$ cat src/rtl/spart_mem_params.svh
`ifndef SPART_MEM_PARAMS_SVH
`define SPART_MEM_PARAMS_SVH

////////////////////////////////////////
// Serial link timing
////////////////////////////////////////

// Clock cycles per serial bit
`define CLKS_PER_BIT 16

// Bit-time counter width, must hold CLKS_PER_BIT - 1
`define BIT_CNT_BITS 8

////////////////////////////////////////
// Word store geometry
////////////////////////////////////////

// Address bits of the word memory
`define MEM_ADDR_BITS 4

// Number of stored words
`define MEM_DEPTH (1 << `MEM_ADDR_BITS)

`endif

$ cat src/rtl/mem_pkg.sv
`include "spart_mem_params.svh"

package mem_pkg;

	// Stored word
	typedef logic [31:0] word_t;

	// Word address, low opcode bits
	typedef logic [`MEM_ADDR_BITS-1:0] addr_t;

	// Command engine FSM
	// OPCODE waits for a command byte
	// COLLECT gathers four write bytes
	// SEND streams a word back on txd
	typedef enum logic [1:0]
	{
		OPCODE,
		COLLECT,
		SEND
	} cmd_state_e;

endpackage

$ cat src/rtl/spart_pkg.sv
`include "spart_mem_params.svh"

package spart_pkg;

	// One serial payload
	typedef logic [7:0] byte_t;

	// Counts clocks inside one bit time
	typedef logic [`BIT_CNT_BITS-1:0] baud_cnt_t;

	// Receiver FSM
	typedef enum logic [1:0]
	{
		RX_IDLE,
		RX_START,
		RX_DATA,
		RX_STOP
	} rx_state_e;

	// Transmitter FSM
	typedef enum logic [1:0]
	{
		TX_IDLE,
		TX_START,
		TX_DATA,
		TX_STOP
	} tx_state_e;

endpackage

$ cat src/rtl/cmd_engine.sv
`timescale 1ns/100ps

`include "spart_mem_params.svh"

module cmd_engine (
	input  logic             clk,
	input  logic             rst,
	input  spart_pkg::byte_t rx_byte,
	input  logic             rx_valid,
	input  logic             tx_busy,
	output spart_pkg::byte_t tx_byte,
	output logic             tx_start
);

	// Bytes per word
	localparam logic [2:0] WORD_BYTES = 3'd4;

	mem_pkg::cmd_state_e state;
	mem_pkg::word_t      mem [`MEM_DEPTH];
	mem_pkg::addr_t      addr;
	mem_pkg::addr_t      op_addr;
	mem_pkg::word_t      data_word;
	logic [2:0]          byte_cnt;
	logic                wr_en;
	logic                send_slot;

	// Opcode low bits select the word, bits 6..4 ignored
	assign op_addr = rx_byte[`MEM_ADDR_BITS-1:0];

	// Transmitter free and bytes still to go
	assign send_slot = (state == mem_pkg::SEND) && !tx_busy && !tx_start
		&& (byte_cnt != WORD_BYTES);

	////////////////////////////////////////
	// Command FSM
	////////////////////////////////////////

	always_ff @(posedge clk)
	begin
		if (rst)
		begin
			state    <= mem_pkg::OPCODE;
			addr     <= '0;
			byte_cnt <= '0;
			wr_en    <= 1'b0;
			tx_start <= 1'b0;
		end
		else
		begin
			wr_en    <= 1'b0;
			tx_start <= 1'b0;
			case (state)
				mem_pkg::OPCODE:
				begin
					byte_cnt <= '0;
					if (rx_valid)
					begin
						addr <= op_addr;
						// Bit 7 set is a write
						if (rx_byte[7])
							state <= mem_pkg::COLLECT;
						else
							state <= mem_pkg::SEND;
					end
				end
				mem_pkg::COLLECT:
				begin
					if (rx_valid)
					begin
						byte_cnt <= byte_cnt + 1'b1;
						// Fourth byte, commit next cycle
						if (byte_cnt == WORD_BYTES - 1'b1)
						begin
							wr_en <= 1'b1;
							state <= mem_pkg::OPCODE;
						end
					end
				end
				mem_pkg::SEND:
				begin
					// Serial input ignored here
					if (send_slot)
					begin
						tx_start <= 1'b1;
						byte_cnt <= byte_cnt + 1'b1;
					end
					else if (byte_cnt == WORD_BYTES && !tx_busy && !tx_start)
						state <= mem_pkg::OPCODE;
				end
				default:
					state <= mem_pkg::OPCODE;
			endcase
		end
	end

	////////////////////////////////////////
	// Word datapath
	////////////////////////////////////////

	// Assemble LSB first on writes, fetch and drain LSB first on reads
	always_ff @(posedge clk)
	begin
		if (state == mem_pkg::OPCODE && rx_valid && !rx_byte[7])
			data_word <= mem[op_addr];
		else if (state == mem_pkg::COLLECT && rx_valid)
			data_word <= {rx_byte, data_word[31:8]};
		else if (send_slot)
		begin
			tx_byte   <= data_word[7:0];
			data_word <= data_word >> 8;
		end
	end

	// Store starts all zero
	always_ff @(posedge clk)
	begin
		if (rst)
		begin
			for (int i = 0; i < `MEM_DEPTH; i++)
				mem[i] <= '0;
		end
		else if (wr_en)
			mem[addr] <= data_word;
	end

endmodule

$ cat src/rtl/spart_mem_top.sv
`timescale 1ns/100ps

module spart_mem_top (
	input  logic clk,
	input  logic rst,
	input  logic rxd,
	output logic txd
);

	spart_pkg::byte_t rx_byte;
	logic             rx_valid;
	spart_pkg::byte_t tx_byte;
	logic             tx_start;
	logic             tx_busy;

	// Serial in
	spart_rx u_spart_rx (
		.clk      (clk),
		.rst      (rst),
		.rxd      (rxd),
		.rx_byte  (rx_byte),
		.rx_valid (rx_valid)
	);

	// Opcode decode and word store
	cmd_engine u_cmd_engine (
		.clk      (clk),
		.rst      (rst),
		.rx_byte  (rx_byte),
		.rx_valid (rx_valid),
		.tx_busy  (tx_busy),
		.tx_byte  (tx_byte),
		.tx_start (tx_start)
	);

	// Serial out
	spart_tx u_spart_tx (
		.clk      (clk),
		.rst      (rst),
		.tx_byte  (tx_byte),
		.tx_start (tx_start),
		.txd      (txd),
		.tx_busy  (tx_busy)
	);

endmodule

$ cat src/rtl/spart_rx.sv
`timescale 1ns/100ps

`include "spart_mem_params.svh"

module spart_rx (
	input  logic             clk,
	input  logic             rst,
	input  logic             rxd,
	output spart_pkg::byte_t rx_byte,
	output logic             rx_valid
);

	// Last count of a half and a full bit time
	localparam spart_pkg::baud_cnt_t HALF_LAST = spart_pkg::baud_cnt_t'(`CLKS_PER_BIT / 2 - 1);
	localparam spart_pkg::baud_cnt_t BIT_LAST  = spart_pkg::baud_cnt_t'(`CLKS_PER_BIT - 1);

	logic                 rxd_meta;
	logic                 rxd_sync;
	spart_pkg::rx_state_e state;
	spart_pkg::baud_cnt_t baud_cnt;
	logic [2:0]           bit_idx;
	spart_pkg::byte_t     shreg;

	// Two-flop synchronizer, line idles high
	always_ff @(posedge clk)
	begin
		if (rst)
		begin
			rxd_meta <= 1'b1;
			rxd_sync <= 1'b1;
		end
		else
		begin
			rxd_meta <= rxd;
			rxd_sync <= rxd_meta;
		end
	end

	////////////////////////////////////////
	// Frame FSM
	////////////////////////////////////////

	always_ff @(posedge clk)
	begin
		if (rst)
		begin
			state    <= spart_pkg::RX_IDLE;
			baud_cnt <= '0;
			bit_idx  <= '0;
			rx_valid <= 1'b0;
		end
		else
		begin
			rx_valid <= 1'b0;
			case (state)
				spart_pkg::RX_IDLE:
				begin
					baud_cnt <= '0;
					bit_idx  <= '0;
					// Falling edge may be a start bit
					if (!rxd_sync)
						state <= spart_pkg::RX_START;
				end
				spart_pkg::RX_START:
				begin
					if (baud_cnt == HALF_LAST)
					begin
						baud_cnt <= '0;
						// Glitch check at mid start bit
						if (!rxd_sync)
							state <= spart_pkg::RX_DATA;
						else
							state <= spart_pkg::RX_IDLE;
					end
					else
						baud_cnt <= baud_cnt + 1'b1;
				end
				spart_pkg::RX_DATA:
				begin
					if (baud_cnt == BIT_LAST)
					begin
						baud_cnt <= '0;
						bit_idx  <= bit_idx + 1'b1;
						if (bit_idx == 3'd7)
							state <= spart_pkg::RX_STOP;
					end
					else
						baud_cnt <= baud_cnt + 1'b1;
				end
				spart_pkg::RX_STOP:
				begin
					if (baud_cnt == BIT_LAST)
					begin
						state    <= spart_pkg::RX_IDLE;
						// Low stop bit means framing error, drop byte
						rx_valid <= rxd_sync;
					end
					else
						baud_cnt <= baud_cnt + 1'b1;
				end
				default:
					state <= spart_pkg::RX_IDLE;
			endcase
		end
	end

	// Data bits arrive LSB first, sampled mid bit
	always_ff @(posedge clk)
	begin
		if (state == spart_pkg::RX_DATA && baud_cnt == BIT_LAST)
			shreg <= {rxd_sync, shreg[7:1]};
	end

	assign rx_byte = shreg;

endmodule

$ cat src/rtl/spart_tx.sv
`timescale 1ns/100ps

`include "spart_mem_params.svh"

module spart_tx (
	input  logic             clk,
	input  logic             rst,
	input  spart_pkg::byte_t tx_byte,
	input  logic             tx_start,
	output logic             txd,
	output logic             tx_busy
);

	localparam spart_pkg::baud_cnt_t BIT_LAST = spart_pkg::baud_cnt_t'(`CLKS_PER_BIT - 1);

	spart_pkg::tx_state_e state;
	spart_pkg::baud_cnt_t baud_cnt;
	logic [2:0]           bit_idx;
	spart_pkg::byte_t     shreg;

	////////////////////////////////////////
	// Frame FSM
	////////////////////////////////////////

	always_ff @(posedge clk)
	begin
		if (rst)
		begin
			state    <= spart_pkg::TX_IDLE;
			baud_cnt <= '0;
			bit_idx  <= '0;
			tx_busy  <= 1'b0;
		end
		else
		begin
			// Busy from the cycle after start until one cycle past the stop bit
			tx_busy <= tx_start || (state != spart_pkg::TX_IDLE);
			case (state)
				spart_pkg::TX_IDLE:
				begin
					baud_cnt <= '0;
					bit_idx  <= '0;
					if (tx_start)
						state <= spart_pkg::TX_START;
				end
				spart_pkg::TX_START:
				begin
					if (baud_cnt == BIT_LAST)
					begin
						baud_cnt <= '0;
						state    <= spart_pkg::TX_DATA;
					end
					else
						baud_cnt <= baud_cnt + 1'b1;
				end
				spart_pkg::TX_DATA:
				begin
					if (baud_cnt == BIT_LAST)
					begin
						baud_cnt <= '0;
						bit_idx  <= bit_idx + 1'b1;
						if (bit_idx == 3'd7)
							state <= spart_pkg::TX_STOP;
					end
					else
						baud_cnt <= baud_cnt + 1'b1;
				end
				spart_pkg::TX_STOP:
				begin
					if (baud_cnt == BIT_LAST)
						state <= spart_pkg::TX_IDLE;
					else
						baud_cnt <= baud_cnt + 1'b1;
				end
				default:
					state <= spart_pkg::TX_IDLE;
			endcase
		end
	end

	// Latch on start, shift LSB out at each data bit end
	always_ff @(posedge clk)
	begin
		if (state == spart_pkg::TX_IDLE && tx_start)
			shreg <= tx_byte;
		else if (state == spart_pkg::TX_DATA && baud_cnt == BIT_LAST)
			shreg <= shreg >> 1;
	end

	// Line level decoded from state
	always_comb
	begin
		case (state)
			spart_pkg::TX_START: txd = 1'b0;
			spart_pkg::TX_DATA:  txd = shreg[0];
			default:             txd = 1'b1;
		endcase
	end

endmodule

$ cat config.mk
export PLATFORM = sky130hd
export DESIGN_NAME = spart_mem_top
export DESIGN_NICKNAME = d
export VERILOG_FILES = /design/src/rtl/mem_pkg.sv /design/src/rtl/spart_pkg.sv /design/src/rtl/cmd_engine.sv /design/src/rtl/spart_mem_top.sv /design/src/rtl/spart_rx.sv /design/src/rtl/spart_tx.sv
export VERILOG_INCLUDE_DIRS = /design/src /design/src/rtl
export SDC_FILE = /design/constraint.sdc
export NUM_CORES = 1
export LEC_CHECK = 0
export BUFFER_PORTS_ARGS = -buffer_cell sky130_fd_sc_hd__buf_2
export CORE_UTILIZATION = 30
export CTS_BUF_LIST = sky130_fd_sc_hd__clkbuf_4
export DETAILED_ROUTE_END_ITERATION = 8
export SYNTH_ARGS = -nofsm -noshare
export SYNTH_HDL_FRONTEND = slang
export SYNTH_HIERARCHICAL = 1
export SYNTH_SLANG_ARGS = --single-unit
$ cat constraint.sdc
create_clock -name clk -period 2.8 [get_ports clk]
set_input_delay 0.14 -clock clk [delete_from_list [all_inputs] [get_ports clk]]
set_output_delay 0.14 -clock clk [all_outputs]
set_load 0.005 [all_outputs]
==> results.cfg <==
[run_status]
outcome = finished, final reports clean

[yosys]
ys_seq_area_share_pct = 65.4
async_reset_ff_share_pct = 0
yosys_warnings = 6
synth.cell_area_um2 = 27300
ys.flop_type = edfxtp_1
yosysUniqueCellTypes = 61
avgSynthCellArea_um2 = 14.8
ys_seq_elements = 609
syn_inst = 1844
synth-edff-count = 568
syn_nets = 1865

[placed_design]
gp_congestion = 0.785
portBuffers = 3
place_area_um2 = 29000
hpwl_um = 41000

[worst_hold_path]
hold_class = in2reg
whs_endpoint = u_cmd_engine/tx_start
hold_depth = 4
worstHoldStart = rst

[setup_path]
start_kind = flip-flop
timing.rr.end = u_cmd_engine/data_word[1]
reg2reg_depth = 6
worstPathArrival_ps = 3110
criticalPathCategory = reg2reg
crit_start = u_cmd_engine/state[1]
r2r_start = u_cmd_engine/state[1]
cp.required_ps = 3490
r2r_setup_slack_ps = 370
endpoint_kind = flip-flop
crit_fanout = 12

[die]
fp.dieH_um = 304
dieArea_um2 = 92400
rows = 110
fp.dieW_um = 304
start_util_pct = 30.3
io-pin-count = 4
core_area_um2 = 90100

[drt]
wl_per_cell_um = 22.6
vias = 16100
viasPerCell = 4.98
drt_first_pass_iters = 5
wirelength_um = 73200
drtIter0Drc = 1522
drc = 0
detail-route-antenna-nets = 0

[final_layout]
regArea_um2 = 17900
syn2layout_area_growth_pct = 13.7
final_area_um2 = 31100
multiInputGateArea_um2 = 8830
drive_gt1_share_pct = 24.9
fillers = 8628
nNetsFinal = 1967
post-route-util_pct = 34.5

[clocking]
cts_sinks = 609
cts_htree_levels = 4
cts_tree = done
cts-root-buf = clkbuf_4
cts_resized = 0
clk_latency_ps = 1010
clkTransAtPathRegs_ps = 60
clock_path_buffers = 3
cts_made_buffers = 163

[timing]
slew_headroom_pct = 51.7
rsz0062_at_grt = false
final.min_clock_period_ps = 2430
hold_viol_final = 0
skew_ps = 80.1
fin_crit_sh_pct = 86.7
setup_viol = 0
worstMarginPinSlew_ps = 725
fin_tns_setup_ps = 0
max_freq_mhz = 412
drv_slew = 0

[global_routing]
gr-total-overflow = 0
grt_pass1_vias = 16900
grt_usage_pct = 15.9
grt_pass1_wl_um = 108000
grt_antenna_before_repair = 5
grt_max_degree = 53

[power_and_ir_drop]
power_per_cell_area_nw_per_um2 = 607
p_leak_uw = 0.0110
total_power_uw = 18900
ir_drop_mv = 0.351

[run]
drv_cap = 0
## state kept, by name, indices dropped and copies added, names as in the netlist, named ones only
register                flops
u_cmd_engine/wr_en          1
u_cmd_engine/addr           4
u_spart_tx/state            2
u_spart_rx/rxd_sync         1
u_cmd_engine/data_word     32
u_spart_tx/shreg            8
u_cmd_engine/tx_byte        8
u_spart_rx/rxd_meta         1
u_spart_rx/baud_cnt         8
u_spart_tx/baud_cnt         8
u_cmd_engine/byte_cnt       3
u_spart_rx/state            1
u_spart_tx/bit_idx          3
u_spart_tx/tx_busy          1
u_spart_rx/rx_byte          8
u_cmd_engine/tx_start       1
u_cmd_engine/state          2
u_spart_rx/bit_idx          3
u_cmd_engine/mem          512
u_spart_rx/rx_valid         1
## metal layers
layer  GRT usage, %  share of wire (%)
met2           27.4                 51
met3           4.03                7.0
met5              0              0.027
met4           5.95                2.6
met1           19.2                 40
## synthesized netlist by cell type, types with 4 or more instances
library cell    n  share of area, %
edfxtp_1      568                62
o21ai_0        26              0.48
and3_1          5              0.11
nor2_1         52              0.71
a211oi_1        5              0.14
nand2_1        45              0.62
a21oi_1        20              0.37
nand3_1        14              0.26
a221oi_1       20              0.64
o211ai_1       18              0.49
a221o_1        10              0.37
or2_2          20              0.46
buf_4           9              0.25
dfxtp_1        41               3.0
buf_1           4             0.055
mux2_2         39               1.6
nor2b_1         7              0.16
mux4_1          6              0.58
nand2b_1       10              0.23
buf_2          20              0.37
mux4_2         91               7.5
nor3b_1         4              0.11
inv_1          14              0.19
o22ai_1        13              0.30
buf_6           5              0.21
mux2i_1        64               2.3
and2_1        515                12
xor2_1          6              0.19
nor3_1         25              0.46
ha_1           18              0.82
clkbuf_1      106               1.5
## worst max-delay path: stages (launching register included)
cell and delay, ps:
dfxtp_1 410, inv_1 100, ha_1 250, nor2b_1 160, o21ai_0 430, nand2_2 470
buf_12 300
## per-stage QoR
stage	hold slack [ps]	cells	setup WS [ps]
6_report	392	3240	373
5_1_grt	319	3240	229
4_1_cts	243	3237	327
3_5_place_dp	406	2953	460
3_3_place_gp	410	2953	528
2_1_floorplan	217	1844	539
## power by group
part | internal, µW | switching, µW
combinational | 230 | 371
clock | 4280 | 3590
sequential | 10300 | 109
## layout by cell type, fill, tap and decap left out, drive strengths merged, types with 13 or more instances in the layout
cell type,netlist,layout
dfxtp,41,41
o211ai,18,18
and2,515,515
edfxtp,568,568
nand3,14,14
buf,38,77
mux2i,64,64
mux2,39,39
inv,14,21
a21oi,21,21
o21ai,26,26
clkinv,0,19
clkbuf,106,248
nand2,45,45
ha,18,18
o22ai,13,13
mux4,97,97
nor3,26,26
nor2,52,52
or2,20,20
a221oi,20,20
## layout make-up
| type | count | share of cell area (%) |
|---|---|---|
| sequential | 609 | 57.5 |
| multi-input combinational | 1077 | 28.4 |
| clock buffer | 248 | 5.99 |
| tap | 1176 | 4.73 |
| timing repair buffer | 81 | 2.49 |
| clock inverter | 32 | 0.708 |
| inverter | 14 | 0.169 |
| antenna | 3 | 0.0241 |
## timing repair
| item | in CTS | in global routing |
|---|---|---|
| hold endpoints to repair | 119 | 0 |
| setup buffers | 0 | 0 |
| hold buffers | 4 | 0 |
## how the worst max path moves through the flow
stage	to	slack, ps	depth (start not counted)
2_1_floorplan	u_cmd_engine/data_word[0]	540	5
3_3_place_gp	u_cmd_engine/data_word[12]	530	5
3_5_place_dp	u_cmd_engine/data_word[8]	460	6
4_1_cts	txd	330	6
5_1_grt	txd	230	6
6_report	u_cmd_engine/data_word[1]	370	6
## cell families after synthesis
| logic type | Yosys count | share of synthesized area (%) |
|---|---|---|
| buf+inv | 158 | 2.52 |
| flops | 609 | 65.4 |
| compound gates | 135 | 3.46 |
| simple gates | 717 | 15.6 |
| xor+xnor | 7 | 0.224 |
| mux | 200 | 12.0 |
| fa+ha+maj | 18 | 0.824 |
Note: power is estimated with default switching activity, not from simulation.
